**src/common/bev_pkg.sv**
```systemverilog
package bev_pkg;

    // ingredient amounts
    localparam int ING_W = 12;
    localparam int N_ING = 4;        // black tea, green tea, milk, pineapple
    localparam int SUP_CNT_W = 3;    // counts 0..4 supply strobes

    typedef logic [ING_W-1:0] ing_amt_t;

    localparam ing_amt_t ING_MAX = ing_amt_t'(4095);

    // box record in external memory
    localparam int REC_W = 64;
    localparam int REC_DATE_W = 8;   // month and day fields are byte wide in the record

    typedef logic [REC_W-1:0] box_rec_t;

    localparam int unsigned REC_BLACK_LSB = 52;
    localparam int unsigned REC_GREEN_LSB = 40;
    localparam int unsigned REC_MONTH_LSB = 32;
    localparam int unsigned REC_MILK_LSB = 20;
    localparam int unsigned REC_PINE_LSB = 8;
    localparam int unsigned REC_DAY_LSB = 0;

    // same order as the supply strobes
    localparam int unsigned ING_LSB [N_ING] = '{REC_BLACK_LSB, REC_GREEN_LSB,
                                                REC_MILK_LSB, REC_PINE_LSB};

    typedef logic [7:0] box_no_t;
    typedef logic [3:0] month_t;
    typedef logic [4:0] day_t;

    typedef enum logic [1:0] {
        ACT_MAKE   = 2'd0,
        ACT_SUPPLY = 2'd1,
        ACT_CHECK  = 2'd2
    } action_t;

    typedef enum logic [2:0] {
        BEV_BLACK_TEA           = 3'd0,
        BEV_MILK_TEA            = 3'd1,
        BEV_EXTRA_MILK_TEA      = 3'd2,
        BEV_GREEN_TEA           = 3'd3,
        BEV_GREEN_MILK_TEA      = 3'd4,
        BEV_PINE_JUICE          = 3'd5,
        BEV_SUPER_PINE_TEA      = 3'd6,
        BEV_SUPER_PINE_MILK_TEA = 3'd7
    } bev_type_t;

    typedef enum logic [1:0] {
        SIZE_L = 2'd0,
        SIZE_M = 2'd1,
        SIZE_S = 2'd3    // code 2 unused
    } bev_size_t;

    typedef enum logic [1:0] {
        ERR_NONE     = 2'd0,
        ERR_EXPIRED  = 2'd1,
        ERR_NO_ING   = 2'd2,
        ERR_OVERFLOW = 2'd3
    } err_t;

    // cup volumes
    localparam ing_amt_t VOL_L = ing_amt_t'(960);
    localparam ing_amt_t VOL_M = ing_amt_t'(720);
    localparam ing_amt_t VOL_S = ing_amt_t'(480);

    typedef enum logic [2:0] {
        S_IDLE,
        S_COLLECT,   // gathering strobes for the action
        S_READ,      // read issued, waiting on memory
        S_WRITE,     // write-back issued
        S_DONE
    } ctrl_state_t;

endpackage

```
**src/design/bev_input_capture.sv**
```systemverilog
`timescale 1ns/100ps

module bev_input_capture import bev_pkg::*; (
    input  logic                  clk,
    input  logic                  inf,
    input  logic                  sel_action_valid,
    input  action_t               act,
    input  logic                  type_valid,
    input  bev_type_t             bev_type,
    input  logic                  size_valid,
    input  bev_size_t             bev_size,
    input  logic                  date_valid,
    input  month_t                month,
    input  day_t                  day,
    input  logic                  box_no_valid,
    input  box_no_t               box_no,
    input  logic                  box_sup_valid,
    input  ing_amt_t              ing,
    output action_t               cur_act,
    output bev_type_t             cur_type,
    output bev_size_t             cur_size,
    output month_t                today_month,
    output day_t                  today_day,
    output box_no_t               cur_box,
    output ing_amt_t              sup_amt [N_ING],
    output logic [SUP_CNT_W-1:0]  sup_count
);

    // action and supply count steer the controller
    always_ff @(posedge clk or negedge inf) begin
        if (!inf) begin
            cur_act   <= ACT_MAKE;
            sup_count <= '0;
        end else begin
            if (sel_action_valid)
                cur_act <= act;
            if (sel_action_valid)
                sup_count <= '0;    // new transaction
            else if (box_sup_valid && sup_count != SUP_CNT_W'(N_ING))
                sup_count <= sup_count + 1'b1;   // stops at four
        end
    end

    // transaction fields, held until the next strobe
    always_ff @(posedge clk) begin
        if (type_valid)
            cur_type <= bev_type;
        if (size_valid)
            cur_size <= bev_size;
        if (date_valid) begin
            today_month <= month;
            today_day   <= day;
        end
        if (box_no_valid)
            cur_box <= box_no;
    end

    // supply amounts shift in from the top, so black tea ends in entry 0
    always_ff @(posedge clk) begin
        if (box_sup_valid) begin
            for (int i = 0; i < N_ING - 1; i++)
                sup_amt[i] <= sup_amt[i+1];
            sup_amt[N_ING-1] <= ing;
        end
    end

endmodule

```
**src/design/bev_recipe.sv**
```systemverilog
`timescale 1ns/100ps

module bev_recipe import bev_pkg::*; (
    input  bev_type_t cur_type,
    input  bev_size_t cur_size,
    output ing_amt_t  use_black,
    output ing_amt_t  use_green,
    output ing_amt_t  use_milk,
    output ing_amt_t  use_pine
);

    ing_amt_t vol;        // whole cup
    ing_amt_t vol_half;
    ing_amt_t vol_qtr;
    ing_amt_t vol_3q;

    always_comb begin
        case (cur_size)
            SIZE_L:  vol = VOL_L;
            SIZE_M:  vol = VOL_M;
            SIZE_S:  vol = VOL_S;
            default: vol = '0;    // unused size code uses nothing
        endcase
    end

    // all cup volumes divide evenly by four
    assign vol_half = vol >> 1;
    assign vol_qtr  = vol >> 2;
    assign vol_3q   = vol - vol_qtr;

    always_comb begin
        use_black = '0;
        use_green = '0;
        use_milk  = '0;
        use_pine  = '0;
        case (cur_type)
            BEV_BLACK_TEA:      use_black = vol;
            BEV_MILK_TEA: begin              // 3:1 tea to milk
                use_black = vol_3q;
                use_milk  = vol_qtr;
            end
            BEV_EXTRA_MILK_TEA: begin
                use_black = vol_half;
                use_milk  = vol_half;
            end
            BEV_GREEN_TEA:      use_green = vol;
            BEV_GREEN_MILK_TEA: begin
                use_green = vol_half;
                use_milk  = vol_half;
            end
            BEV_PINE_JUICE:     use_pine = vol;
            BEV_SUPER_PINE_TEA: begin
                use_black = vol_half;
                use_pine  = vol_half;
            end
            BEV_SUPER_PINE_MILK_TEA: begin   // 2:1:1
                use_black = vol_half;
                use_milk  = vol_qtr;
                use_pine  = vol_qtr;
            end
            default: ;
        endcase
    end

endmodule

```
**src/design/bev_record_eval.sv**
```systemverilog
`timescale 1ns/100ps

module bev_record_eval import bev_pkg::*; (
    input  box_rec_t  rec,
    input  action_t   cur_act,
    input  month_t    today_month,
    input  day_t      today_day,
    input  ing_amt_t  sup_amt [N_ING],
    input  ing_amt_t  use_black,
    input  ing_amt_t  use_green,
    input  ing_amt_t  use_milk,
    input  ing_amt_t  use_pine,
    output box_rec_t  new_rec,
    output err_t      result,
    output logic      needs_write
);

    ing_amt_t               have_amt [N_ING];   // amounts in the box
    ing_amt_t               use_amt  [N_ING];
    logic [ING_W:0]         sum_amt  [N_ING];   // one extra bit for carry
    logic [REC_DATE_W-1:0]  rec_month;
    logic [REC_DATE_W-1:0]  rec_day;
    logic                   expired;
    logic                   short_ing;
    logic                   overflow;

    assign use_amt = '{use_black, use_green, use_milk, use_pine};

    assign rec_month = rec[REC_MONTH_LSB +: REC_DATE_W];
    assign rec_day   = rec[REC_DAY_LSB +: REC_DATE_W];

    // expiry day itself still counts as valid
    assign expired = (REC_DATE_W'(today_month) > rec_month) ||
                     (REC_DATE_W'(today_month) == rec_month &&
                      REC_DATE_W'(today_day) > rec_day);

    always_comb begin
        short_ing = 1'b0;
        overflow  = 1'b0;
        for (int i = 0; i < N_ING; i++) begin
            have_amt[i] = rec[ING_LSB[i] +: ING_W];
            sum_amt[i]  = {1'b0, have_amt[i]} + {1'b0, sup_amt[i]};
            short_ing   = short_ing | (have_amt[i] < use_amt[i]);
            overflow    = overflow | sum_amt[i][ING_W];   // carry means past 4095
        end
    end

    always_comb begin
        new_rec = rec;
        case (cur_act)
            ACT_MAKE: begin
                for (int i = 0; i < N_ING; i++)
                    new_rec[ING_LSB[i] +: ING_W] = have_amt[i] - use_amt[i];
            end
            ACT_SUPPLY: begin
                for (int i = 0; i < N_ING; i++)
                    new_rec[ING_LSB[i] +: ING_W] = sum_amt[i][ING_W] ? ING_MAX :
                                                   sum_amt[i][ING_W-1:0];
                new_rec[REC_MONTH_LSB +: REC_DATE_W] = REC_DATE_W'(today_month);
                new_rec[REC_DAY_LSB +: REC_DATE_W]   = REC_DATE_W'(today_day);
            end
            default: ;   // check leaves the record alone
        endcase
    end

    // make reports expiry before shortage
    always_comb begin
        result      = ERR_NONE;
        needs_write = 1'b0;
        case (cur_act)
            ACT_MAKE: begin
                if (expired)
                    result = ERR_EXPIRED;
                else if (short_ing)
                    result = ERR_NO_ING;
                else
                    needs_write = 1'b1;
            end
            ACT_SUPPLY: begin
                needs_write = 1'b1;   // written even on overflow
                if (overflow)
                    result = ERR_OVERFLOW;
            end
            ACT_CHECK: begin
                if (expired)
                    result = ERR_EXPIRED;
            end
            default: ;
        endcase
    end

endmodule

```
**src/design/bev_ctrl.sv**
```systemverilog
`timescale 1ns/100ps

module bev_ctrl import bev_pkg::*; (
    input  logic                  clk,
    input  logic                  inf,
    input  logic                  sel_action_valid,
    input  logic                  box_no_valid,
    input  logic                  box_sup_valid,
    input  action_t               cur_act,
    input  logic [SUP_CNT_W-1:0]  sup_count,
    input  box_no_t               cur_box,
    input  logic                  c_out_valid,
    input  box_rec_t              c_data_r,
    input  box_rec_t              new_rec,
    input  err_t                  result,
    input  logic                  needs_write,
    output box_rec_t              rec,
    output logic                  c_in_valid,
    output logic                  c_r_wb,
    output box_no_t               c_addr,
    output box_rec_t              c_data_w,
    output logic                  out_valid,
    output logic                  complete,
    output err_t                  err_msg
);

    ctrl_state_t state;
    box_rec_t    rec_q;       // record as read
    logic        rd_start;    // last strobe of the transaction
    logic        rd_resp;     // read data on c_data_r this cycle
    logic        finish;

    // supply waits for its fourth amount, the others for the box number
    assign rd_start = (cur_act == ACT_SUPPLY) ?
                      (box_sup_valid && sup_count == SUP_CNT_W'(N_ING - 1)) :
                      box_no_valid;

    assign rd_resp = (state == S_READ) && c_out_valid;

    // read data goes straight to the evaluator in its response cycle
    assign rec = rd_resp ? c_data_r : rec_q;

    // box address is stable from the cycle after box_no until the next action
    assign c_addr = cur_box;

    // last memory response of the action
    assign finish = (rd_resp && !needs_write) || (state == S_WRITE && c_out_valid);

    always_ff @(posedge clk or negedge inf) begin
        if (!inf) begin
            state      <= S_IDLE;
            c_in_valid <= 1'b0;
            c_r_wb     <= 1'b0;
            out_valid  <= 1'b0;
            complete   <= 1'b0;
            err_msg    <= ERR_NONE;
        end else begin
            c_in_valid <= 1'b0;   // requests are one-cycle strobes
            out_valid  <= finish;
            complete   <= finish && (result == ERR_NONE);
            err_msg    <= finish ? result : ERR_NONE;

            case (state)
                S_IDLE: begin
                    if (sel_action_valid)
                        state <= S_COLLECT;
                end
                S_COLLECT: begin
                    if (rd_start) begin
                        state      <= S_READ;
                        c_in_valid <= 1'b1;
                        c_r_wb     <= 1'b1;   // read
                    end
                end
                S_READ: begin
                    if (c_out_valid && needs_write) begin
                        state      <= S_WRITE;
                        c_in_valid <= 1'b1;
                        c_r_wb     <= 1'b0;   // write back
                    end else if (c_out_valid) begin
                        state <= S_DONE;      // check, or make that failed
                    end
                end
                S_WRITE: begin
                    if (c_out_valid)
                        state <= S_DONE;
                end
                S_DONE: state <= sel_action_valid ? S_COLLECT : S_IDLE;
                default: state <= S_IDLE;
            endcase
        end
    end

    // record and write data taken in the read response cycle
    always_ff @(posedge clk) begin
        if (rd_resp) begin
            rec_q    <= c_data_r;
            c_data_w <= new_rec;
        end
    end

endmodule

```
**src/design/bev_top.sv**
```systemverilog
`timescale 1ns/100ps

module bev_top import bev_pkg::*; (
    input  logic      clk,
    input  logic      inf,
    input  logic      sel_action_valid,
    input  action_t   act,
    input  logic      type_valid,
    input  bev_type_t bev_type,
    input  logic      size_valid,
    input  bev_size_t bev_size,
    input  logic      date_valid,
    input  month_t    month,
    input  day_t      day,
    input  logic      box_no_valid,
    input  box_no_t   box_no,
    input  logic      box_sup_valid,
    input  ing_amt_t  ing,
    input  logic      c_out_valid,
    input  box_rec_t  c_data_r,
    output logic      out_valid,
    output logic      complete,
    output err_t      err_msg,
    output logic      c_in_valid,
    output logic      c_r_wb,
    output box_no_t   c_addr,
    output box_rec_t  c_data_w
);

    action_t               cur_act;
    bev_type_t             cur_type;
    bev_size_t             cur_size;
    month_t                today_month;
    day_t                  today_day;
    box_no_t               cur_box;
    ing_amt_t              sup_amt [N_ING];
    logic [SUP_CNT_W-1:0]  sup_count;
    ing_amt_t              use_black, use_green, use_milk, use_pine;
    box_rec_t              rec;      // record under evaluation
    box_rec_t              new_rec;
    err_t                  result;
    logic                  needs_write;

    bev_input_capture u_capture (
        .clk, .inf,
        .sel_action_valid, .act,
        .type_valid, .bev_type,
        .size_valid, .bev_size,
        .date_valid, .month, .day,
        .box_no_valid, .box_no,
        .box_sup_valid, .ing,
        .cur_act, .cur_type, .cur_size,
        .today_month, .today_day,
        .cur_box, .sup_amt, .sup_count
    );

    bev_recipe u_recipe (
        .cur_type, .cur_size,
        .use_black, .use_green, .use_milk, .use_pine
    );

    bev_record_eval u_eval (
        .rec, .cur_act, .today_month, .today_day, .sup_amt,
        .use_black, .use_green, .use_milk, .use_pine,
        .new_rec, .result, .needs_write
    );

    bev_ctrl u_ctrl (
        .clk, .inf,
        .sel_action_valid, .box_no_valid, .box_sup_valid,
        .cur_act, .sup_count, .cur_box,
        .c_out_valid, .c_data_r,
        .new_rec, .result, .needs_write,
        .rec, .c_in_valid, .c_r_wb, .c_addr, .c_data_w,
        .out_valid, .complete, .err_msg
    );

endmodule

```
**config.mk**
```make
export PLATFORM = sky130hd
export DESIGN_NAME = bev_top
export DESIGN_NICKNAME = d
export VERILOG_FILES = /design/src/common/bev_pkg.sv /design/src/design/bev_input_capture.sv /design/src/design/bev_recipe.sv /design/src/design/bev_record_eval.sv /design/src/design/bev_ctrl.sv /design/src/design/bev_top.sv
export SDC_FILE = /design/constraint.sdc
export NUM_CORES = 1
export LEC_CHECK = 0
export ABC_AREA = 1
export BUFFER_PORTS_ARGS = -buffer_cell sky130_fd_sc_hd__buf_2
export CORE_ASPECT_RATIO = 0.5
export CORE_UTILIZATION = 35
export CTS_BUF_LIST = sky130_fd_sc_hd__clkbuf_4
export DETAILED_ROUTE_END_ITERATION = 10
export GPL_TIMING_DRIVEN = 0
export PLACE_DENSITY = 0.57
export SYNTH_ARGS = -nofsm -noshare
export SYNTH_HDL_FRONTEND = slang
export SYNTH_SLANG_ARGS = --single-unit
```
**constraint.sdc**
```tcl
create_clock -name clk -period 5 [get_ports clk]
set_input_delay 1 -clock clk [delete_from_list [all_inputs] [get_ports clk]]
set_output_delay 1 -clock clk [all_outputs]
set_load 0.03 [all_outputs]
```
# == After elaboration in Yosys (flattened, before gate mapping) ==
# Cells that the tools add are included.
# word_totals
wordCells,124
register_bits,212
output_inout_bits,78
inputBits,109
# classes
n_lt_le_gt_ge,6
n_eq_ne,21
n_mux,38
n_reduce_logical,23
addsub,10
bitwise_logic,6
# ops
op,count
24-bit case mux with 2 select lines,2
64-bit 2-to-1 mux,1
10-bit case mux with 3 select lines,2
12-bit by 12-bit adder with 13-bit output,4
12-bit 2-to-1 mux,4
12-bit case mux with 3 select lines,1
12-bit by 10-bit < comparator with 1-bit output,2
12-bit by 10-bit subtractor with 12-bit output,2
10-bit case mux with 2 select lines,1
3-bit 2-to-1 mux,6
9-bit case mux with 2 select lines,1
"3-bit by 2-bit equality test with 1-bit output, second input constant",5
"3-bit equality test, second input constant",5
3-bit case mux with 5 select lines,1
12-bit < comparator,1
12-bit by 9-bit < comparator with 1-bit output,1
12-bit subtractor,1
12-bit by 9-bit subtractor with 12-bit output,1
10-bit by 8-bit subtractor with 11-bit output,1
1-bit 2-to-1 mux,9
4-bit by 8-bit equality test with 1-bit output,1
4-bit by 8-bit greater-than comparator with 1-bit output,1
5-bit by 8-bit greater-than comparator with 1-bit output,1
1-bit logical AND,8
22 further kinds,42

# == Logic depth before layout (Yosys ltp) ==
# Gate-level depths: netlist of the first run.
# logic_depth
depth_word,15
depth_mapped,24
ltp_nobuf,23

# == Cells and area by module ==
# From an unflattened synthesis of the first run, not the netlist that was laid out.
# unflattened
hier_cells,2032
area_unflattened_um2,14835.5
# modules_own_cells
mod,cells_each,instances,seq_area_each_um2,area_each_um2
bev_record_eval,1401,1,0.0,7131.8
bev_ctrl,398,1,3428.3,4561.9
bev_input_capture,103,1,2227.1,2361.0
bev_recipe,130,1,0.0,780.7

# == Least setup slack after synthesis of the first run ==
# Ideal clock, no wire load.
# synth_timing
path_kind,input-to-reg
from,input c_out_valid
to,"register u_ctrl.c_data_w[61], data pin"
path_buffers,3
setup_ns,0.135
required_time_ns,4.865
setup_slack_ns,1.007
t_arrival_ns,3.858
cell_stages,17
path_cell_list,nand3_4 inv_2 buf_2 buf_4 nand2_1 nand2_1 ha_1 inv_1 fa_1 o31ai_1 nand3_1 nand3_1 buf_2 inv_1 nand3_1 nand2_1 nand3_1
# synth_between
elab_chain_cells,5
# synth_lines
element,line,rtl
start: declaration,bev_top.sv:19,"input logic c_out_valid,"
1-bit logical AND (*),bev_ctrl.sv:38,assign rd_resp = (state == S_READ) && c_out_valid;
64-bit 2-to-1 mux (*),bev_ctrl.sv:41,assign rec = rd_resp ? c_data_r : rec_q;
via rec[52],bev_top.sv:39,box_rec_t rec;
12-bit by 12-bit adder with 13-bit output,bev_record_eval.sv:42,"sum_amt[i] = {1'b0, have_amt[i]} + {1'b0, sup_amt[i]};"
12-bit 2-to-1 mux,bev_record_eval.sv:57,new_rec[ING_LSB[i] +: ING_W] = sum_amt[i][ING_W] ? ING_MAX :
24-bit case mux with 2 select lines (*),bev_record_eval.sv:50,case (cur_act)
via new_rec[61],bev_top.sv:40,box_rec_t new_rec;
end signal: assignment,bev_ctrl.sv:98,c_data_w <= new_rec;
end: declaration,bev_ctrl.sv:21,"output box_rec_t c_data_w,"
# The timed path passes the listed nets; every way through them passes the cells marked *.
# A chain may end at the register's enable or synchronous reset.

# == Worst setup path in the final report of the first run ==
# layout_timing
from,register u_ctrl.state[0]
to,"register u_ctrl.c_data_w[60], data pin"
# layout_between
elab_chain_cells,6
# layout_lines
element,line,rtl
start: declaration,bev_ctrl.sv:27,ctrl_state_t state;
start signal: assignment,bev_ctrl.sv:88,S_DONE: state <= sel_action_valid ? S_COLLECT : S_IDLE;
3-bit by 2-bit equality test with 1-bit output (*),bev_ctrl.sv:38,
1-bit logical AND (*),bev_ctrl.sv:38,
64-bit 2-to-1 mux (*),bev_ctrl.sv:41,
via rec[52],bev_top.sv:39,
12-bit by 12-bit adder with 13-bit output,bev_record_eval.sv:42,
12-bit 2-to-1 mux,bev_record_eval.sv:57,
24-bit case mux with 2 select lines (*),bev_record_eval.sv:50,
via new_rec[60],bev_top.sv:40,
# Marks and branches as above.

==> flow_metrics.tcl, run 1 <==
set metrics [dict create \
    placed_area_mm2 0.0137 \
    hold_class "in -> async" \
    layout.cells.non_filler 2152 \
    muxShareOfSynthArea 0 \
    synth_xor_area_frac 0.0279 \
    synthAdderAreaFrac 0.115 \
    utilization 0.429 \
    design_area_mm2 0.0145 \
    cts_inserted_buffers 51 \
    wl_per_cell_um 18.4 \
    syn-mean-instance-area_um2 8.71 \
    cap_violations 0 \
    drt-pass1-iter-count 6 \
    path_clk_slew_ns 0.07 \
    cts_tree "built" \
    antenna_left 0 \
    die_w_um 266 \
    syn_to_final_growth_pct 18.2 \
    yosysWarnings 0 \
    numPortBuffers 186 \
    final_nets 1860 \
    synthTopCellsByArea "edfxtp_1 33%, dfxtp_1 10%, ha_1 10%" \
    drive_above_1_share 0.194 \
    synth_top_area_share 0.329 \
    synthCells 1404 \
    initial_core_util 0.363 \
    synth_nets 1621 \
    rsz0062_at_grt "no" \
    fin_crit_sh 0.902 \
    coreArea_mm2 0.0337 \
    synth.largest_area_cell "edfxtp_1" \
    clockBufferDepth 3 \
    status "completed" \
    synth_seq_cells 212 \
    grt_pass1_wl_um 58100 \
    skew_ns 0.0469 \
    post_synth_instance_area_mm2 0.0122 \
    dp_cells 2055 \
    synth_most_common_cell "nand2_1" \
    synth-compound-area-share 0.128 \
    h-tree-depth 2 \
    rows 47 \
    synth_simple_gate_area_frac 0.202 \
    fmax_ghz 0.222 \
    crit_arrival_ns 5.00 \
    dp_hpwl_um 30000 \
    vias 10700 \
    relSlewSlack 0.116 \
    cts.sinks 212 \
    startpoint "u_ctrl.state[0]" \
    worst_slew_pin_slew_ns 1.33 \
    reg2reg_from "u_ctrl.state[0]" \
    async_reset_ff_frac 0.0660 \
    peakVddDrop_uv 154 \
    reg2reg_to "u_ctrl.c_data_w[60]" \
    synth_top_family_by_area "simple AND/OR/NAND/NOR gates" \
    critPathKind "reg -> reg" \
    routed_wl_um 39600 \
    ff2ff_setup_slack_ns 0.49 \
    antenna_found_initial 1 \
    clock-root-buffer "clkbuf_4" \
    post-cts-setup-buffers 0 \
    min_period_ns 4.51 \
    power.leakage_nw 6.72 \
    fp.dieArea_mm2 0.0357 \
    required_ns 5.49 \
    p_per_area_mw_per_mm2 609 \
    drv_slew 0 \
    drtIter0Drc 903 \
    setup_viol 0 \
    synth.distinct_cells 50 \
    grt_max_degree 74 \
    grt.total_usage 0.219 \
    vias_per_cell 4.97 \
    synth_edf_count 134 \
    hold_viol 0 \
    drc_errors 0 \
    end_kind "register" \
    ys_seq_area_frac 0.463 \
    grt_overflow 0 \
    yosys-top-cells-count "331 x nand2_1, 166 x inv_1, 134 x edfxtp_1, 104 x o21ai_0, 100 x ha_1" \
    synthFlopType "edfxtp_1" \
    io_pins 187 \
    ff2ff_path_depth 16 \
    grt_pass1_vias 9820 \
    gp_congestion 0.955 \
    insertion_delay_ns 0.72 \
    worstSetupStartpointType "register" \
    path_max_fanout 73 \
    die_h_um 134 \
]
-- worst max-delay path: stages, from the launching register on --
cell,delay [ns]
dfrtp_1,0.44
nor2_4,0.22
nand3_4,0.16
inv_2,0.33
buf_2,0.39
buf_12,0.41
nand2_1,0.13
nand2_1,0.10
ha_1,0.25
inv_1,0.09
fa_1,0.45
o31ai_2,0.43
nand3_1,0.12
nand3_1,0.18
buf_2,0.27
o21ai_0,0.15
o211ai_1,0.18
-- layout by cell type (no fill, tap or decap), types with 3 or more instances in the layout --
| cell | n |
|---|---|
| a21oi_1 | 84 |
| nor3_1 | 23 |
| nand3b_1 | 5 |
| o21ai_0 | 104 |
| o21a_1 | 3 |
| xor2_1 | 26 |
| xnor2_1 | 13 |
| nor2_1 | 74 |
| clkinv_1 | 11 |
| dfxtp_1 | 64 |
| buf_2 | 192 |
| o221ai_1 | 7 |
| o21ai_2 | 6 |
| nand3_1 | 83 |
| a22oi_1 | 7 |
| clkbuf_4 | 82 |
| nand2_2 | 6 |
| a211oi_1 | 4 |
| o21ai_1 | 3 |
| edfxtp_1 | 134 |
| a31oi_1 | 11 |
| clkbuf_1 | 21 |
| nand4_1 | 18 |
| a21o_1 | 8 |
| inv_2 | 5 |
| o22ai_1 | 9 |
| ha_1 | 100 |
| o21bai_1 | 4 |
| a221oi_1 | 3 |
| dfrtp_1 | 14 |
| nand2_1 | 331 |
| or2_2 | 22 |
| o211ai_1 | 10 |
| inv_1 | 166 |
| fa_1 | 8 |
-- worst max-delay path by stage --
stage / to / slack (ns) / depth (start not counted)
floorplan: u_ctrl.c_data_w[61] / 1.01 / 17
finish: u_ctrl.c_data_w[60] / 0.49 / 16
CTS: u_ctrl.c_data_w[54] / 0.08 / 16
global route: u_ctrl.c_data_w[54] / 0.12 / 16
detailed placement: u_ctrl.c_data_w[54] / -0.61 / 16
global placement: u_ctrl.c_data_w[54] / -0.60 / 16
-- power by group --
part,switching [mW],internal [mW],total [mW]
sequential,0.132,2.39,2.52
combinational,3.13,1.63,4.76
clock,0.734,0.792,1.53
-- routing by layer --
metal | part of all wire | vias to the layer above | wire length (um) | global-route usage
li1 | - | 5312 | - | -
met1 | 0.49 | 4971 | 19300 | 0.327
met2 | 0.42 | 353 | 16800 | 0.322
met3 | 0.068 | 62 | 2700 | 0.0420
met4 | 0.019 | 0 | 762 | 0.0575
met5 | 0 | - | 0 | 0
-- cells by family after synthesis --
logic type | count (synthesis)
flip-flops | 212
adder cells (fa/ha/maj) | 108
XOR/XNOR | 39
AND/OR/NAND/NOR | 573
buffers and inverters | 201
AO/OA/AOI/OAI | 271
-- final cells by class --
| cell class | count | area (um2) |
|---|---|---|
| Antenna cell | 2 | 5.00 |
| Tap cell | 465 | 582 |
| Multi-Input combinational cell | 991 | 5790 |
| Sequential cell | 212 | 5660 |
| Fill cell | 3418 | 19200 |
| Clock buffer | 82 | 616 |
| Inverter | 170 | 638 |
| Buffer | 31 | 159 |
| Timing Repair Buffer | 186 | 931 |
| Clock inverter | 13 | 75.1 |
-- stage by stage --
| step | power (mW) | hold WS [ns] | TNS (ns) | worst slack [ns] |
|---|---|---|---|---|
| global placement | 7.23 | 0.445 | -9.50 | -0.600 |
| global route | 9.56 | 0.155 | 0 | 0.121 |
| detailed placement | 7.23 | 0.444 | -8.27 | -0.614 |
| floorplan | 5.97 | 0.433 | 0 | 1.01 |
| CTS | 8.79 | 0.149 | 0 | 0.0780 |
| finish | 8.80 | 0.208 | 0 | 0.488 |
-- sequential cells by signal, indices dropped and copies added, names as in the netlist, 3 cells and up --
register               cells
u_capture.cur_type         3
u_capture.cur_box          8
u_capture.today_month      4
u_ctrl.rec_q              64
u_ctrl.state               3
u_capture.sup_count        3
u_ctrl.c_data_w           64
u_capture.sup_amt         48
u_capture.today_day        5
-- repair_timing --
item                                   in CTS  in global routing
endpoints found under the hold margin       0                  0
setup endpoints to repair                  10                 14
hold buffers                                0                  0
gates resized for setup                     1                  4
(Power assumes the default switching activity.)
==> run 2, diff against run 1 <==
- PLACE_DENSITY: 0.57 -> 0.58
- clock period: 5 -> 3.9 ns (I/O delays scaled with it)
==> run 2 against run 1 <==
  * Clock power grew 32%
  * Clock-buffer cell count shrank 3
  * Critical path type unchanged
  * Largest cell class unchanged
  * Critical path depth is the same
  * Die area is the same
  * Total power grew 31%
  * Maximum frequency grew 22%
  * Sequential cell count is the same
  * Cell area grew 1.7%
==> flow_metrics.tcl, run 2 (synthesis gave the netlist of run 1 again) <==
set metrics [dict create \
    skew_ns 0.0408 \
    drive_above_1_share 0.206 \
    dp_cells 2055 \
    reg.largest.list "u_ctrl.c_data_w (64), u_ctrl.rec_q (64), u_capture.sup_amt (48)" \
    coreArea_mm2 0.0337 \
    required_ns 4.32 \
    antenna_found_initial 4 \
    peakVddDrop_uv 191 \
    rows 47 \
    vias_per_cell 4.97 \
    drv_slew 0 \
    io_pins 187 \
    setup_viol 0 \
    fmax_ghz 0.271 \
    fin_tns_setup_ns 0 \
    final_nets 1872 \
    min_period_ns 3.69 \
    crit_arrival_ns 4.12 \
    design_area_mm2 0.0147 \
    status "completed" \
    routed_wl_um 40100 \
    reg2reg_to "u_ctrl.c_data_w[40]" \
    whs_path_depth 1 \
    clockBufferDepth 3 \
    cp_common_cell "inv_1" \
    insertion_delay_ns 0.73 \
    rsz0062_at_grt "no" \
    grt_max_degree 52 \
    cts_tree "built" \
    worstSetupStartpointType "register" \
    fin_crit_sh 0.947 \
    fp.dieArea_mm2 0.0357 \
    crit_slowest_cell "dfrtp_1" \
    ff2ff_path_depth 16 \
    vias 10800 \
    path_clk_slew_ns 0.07 \
    relSlewSlack 0.174 \
    h-tree-depth 2 \
    layout_commonest_cell "nand2_1" \
    cts.sinks 212 \
    drc_errors 0 \
    max_stage_delay_ns 0.45 \
    grt_overflow 0 \
    hp-start "box_no[7]" \
    hold_viol 0 \
    p_per_area_mw_per_mm2 782 \
    layout.cells.non_filler 2165 \
    numPortBuffers 186 \
    gp_congestion 0.936 \
    path_max_fanout 10 \
    crit_chain "nor2_4, nand3_4, buf_6, clkbuf_2, o21ai_1, inv_1, ha_1, a21oi_1, o21ai_1, nand3_1, and3_1, inv_1, nor2_2, inv_1, nor2_1, a21oi_1" \
    initial_core_util 0.363 \
    cap_violations 0 \
    syn_to_final_growth_pct 20.2 \
    grt.total_usage 0.222 \
    reg2reg_from "u_ctrl.state[0]" \
    placed_area_mm2 0.0137 \
    cts_inserted_buffers 52 \
    clock-root-buffer "clkbuf_4" \
    hold_class "in -> reg" \
    end_kind "register" \
    drt-pass1-iter-count 5 \
    drtIter0Drc 978 \
    die_w_um 266 \
    worst_slew_pin_slew_ns 1.24 \
    grt_pass1_vias 10200 \
    die_h_um 134 \
    critPathKind "reg -> reg" \
    hold-path-endpoint "u_capture.cur_box[7]" \
    wl_per_cell_um 18.5 \
    fillers 3431 \
    antenna_left 0 \
    finalPower_mw 11.5 \
    ff2ff_setup_slack_ns 0.21 \
    power.leakage_nw 6.83 \
    final_cell_mix "330 x nand2_1, 189 x buf_2, 166 x inv_1, 134 x edfxtp_1, 99 x ha_1" \
    dp_hpwl_um 29800 \
    grt_pass1_wl_um 58700 \
]
[run 2: report_power, final]
part / switching [mW] / leakage, nW / internal, mW / total, mW
clock: 0.961 / 0.429 / 1.06 / 2.02
sequential: 0.162 / 1.99 / 3.06 / 3.22
combinational: 4.05 / 4.42 / 2.20 / 6.25
total: 5.17 / 6.83 / 6.32 / 11.5
[run 2: worst max path at each step]
stage                                from                  end
final                     u_ctrl.state[0]  u_ctrl.c_data_w[40]
after global routing      u_ctrl.state[0]  u_ctrl.c_data_w[40]
after detailed placement      c_out_valid  u_ctrl.c_data_w[57]
after floorplan               c_out_valid  u_ctrl.c_data_w[61]
after CTS                 u_ctrl.state[0]  u_ctrl.c_data_w[57]
after global placement        c_out_valid  u_ctrl.c_data_w[57]
[run 2: layout make-up]
cell class / instances / area [um2] / area share
flip-flops and latches: 212 / 5660 / 0.385
clock buffers: 79 / 593 / 0.0404
clock inverters: 19 / 130 / 0.00886
diodes: 1 / 2.50 / 0.000170
plain buffers: 30 / 185 / 0.0126
well taps: 465 / 582 / 0.0396
multi-input cells: 991 / 5820 / 0.396
repair buffers: 198 / 1070 / 0.0731
inverters: 170 / 651 / 0.0443
[run 2: timing repair]
item,4_1_cts,5_1_grt
gates cloned,2,0
pin swaps,0,3
setup buffers,2,7
endpoints found under the hold margin,14,0
endpoints found under the setup margin,57,56
hold buffers,1,0
gates resized for setup,22,18
[run 2: critical path, delay by kind of cell (launching register included)]
family	cells	cell delay [ns]
AO/OA/AOI/OAI	4	0.65
flip-flops	1	0.45
adder cells (fa/ha/maj)	1	0.36
buffers and inverters	5	0.86
AND/OR/NAND/NOR	6	1.08
[run 2: metal layers]
metal | share of wire | vias to the layer above | global-route usage
li1 | - | 5343 | -
met1 | 0.45 | 5014 | 0.297
met2 | 0.44 | 323 | 0.342
met3 | 0.082 | 83 | 0.0621
met4 | 0.027 | 2 | 0.0801
met5 | 0.00027 | - | 0
[run 2: through the flow]
stage	hold slack, ns	utilization	worst slack, ns
after global placement	0.444	0.408	-1.44
final	0.228	0.436	0.205
after global routing	0.179	0.436	0.00267
after detailed placement	0.443	0.408	-1.47
after floorplan	0.433	-	0.127
after CTS	0.171	0.433	-0.00941
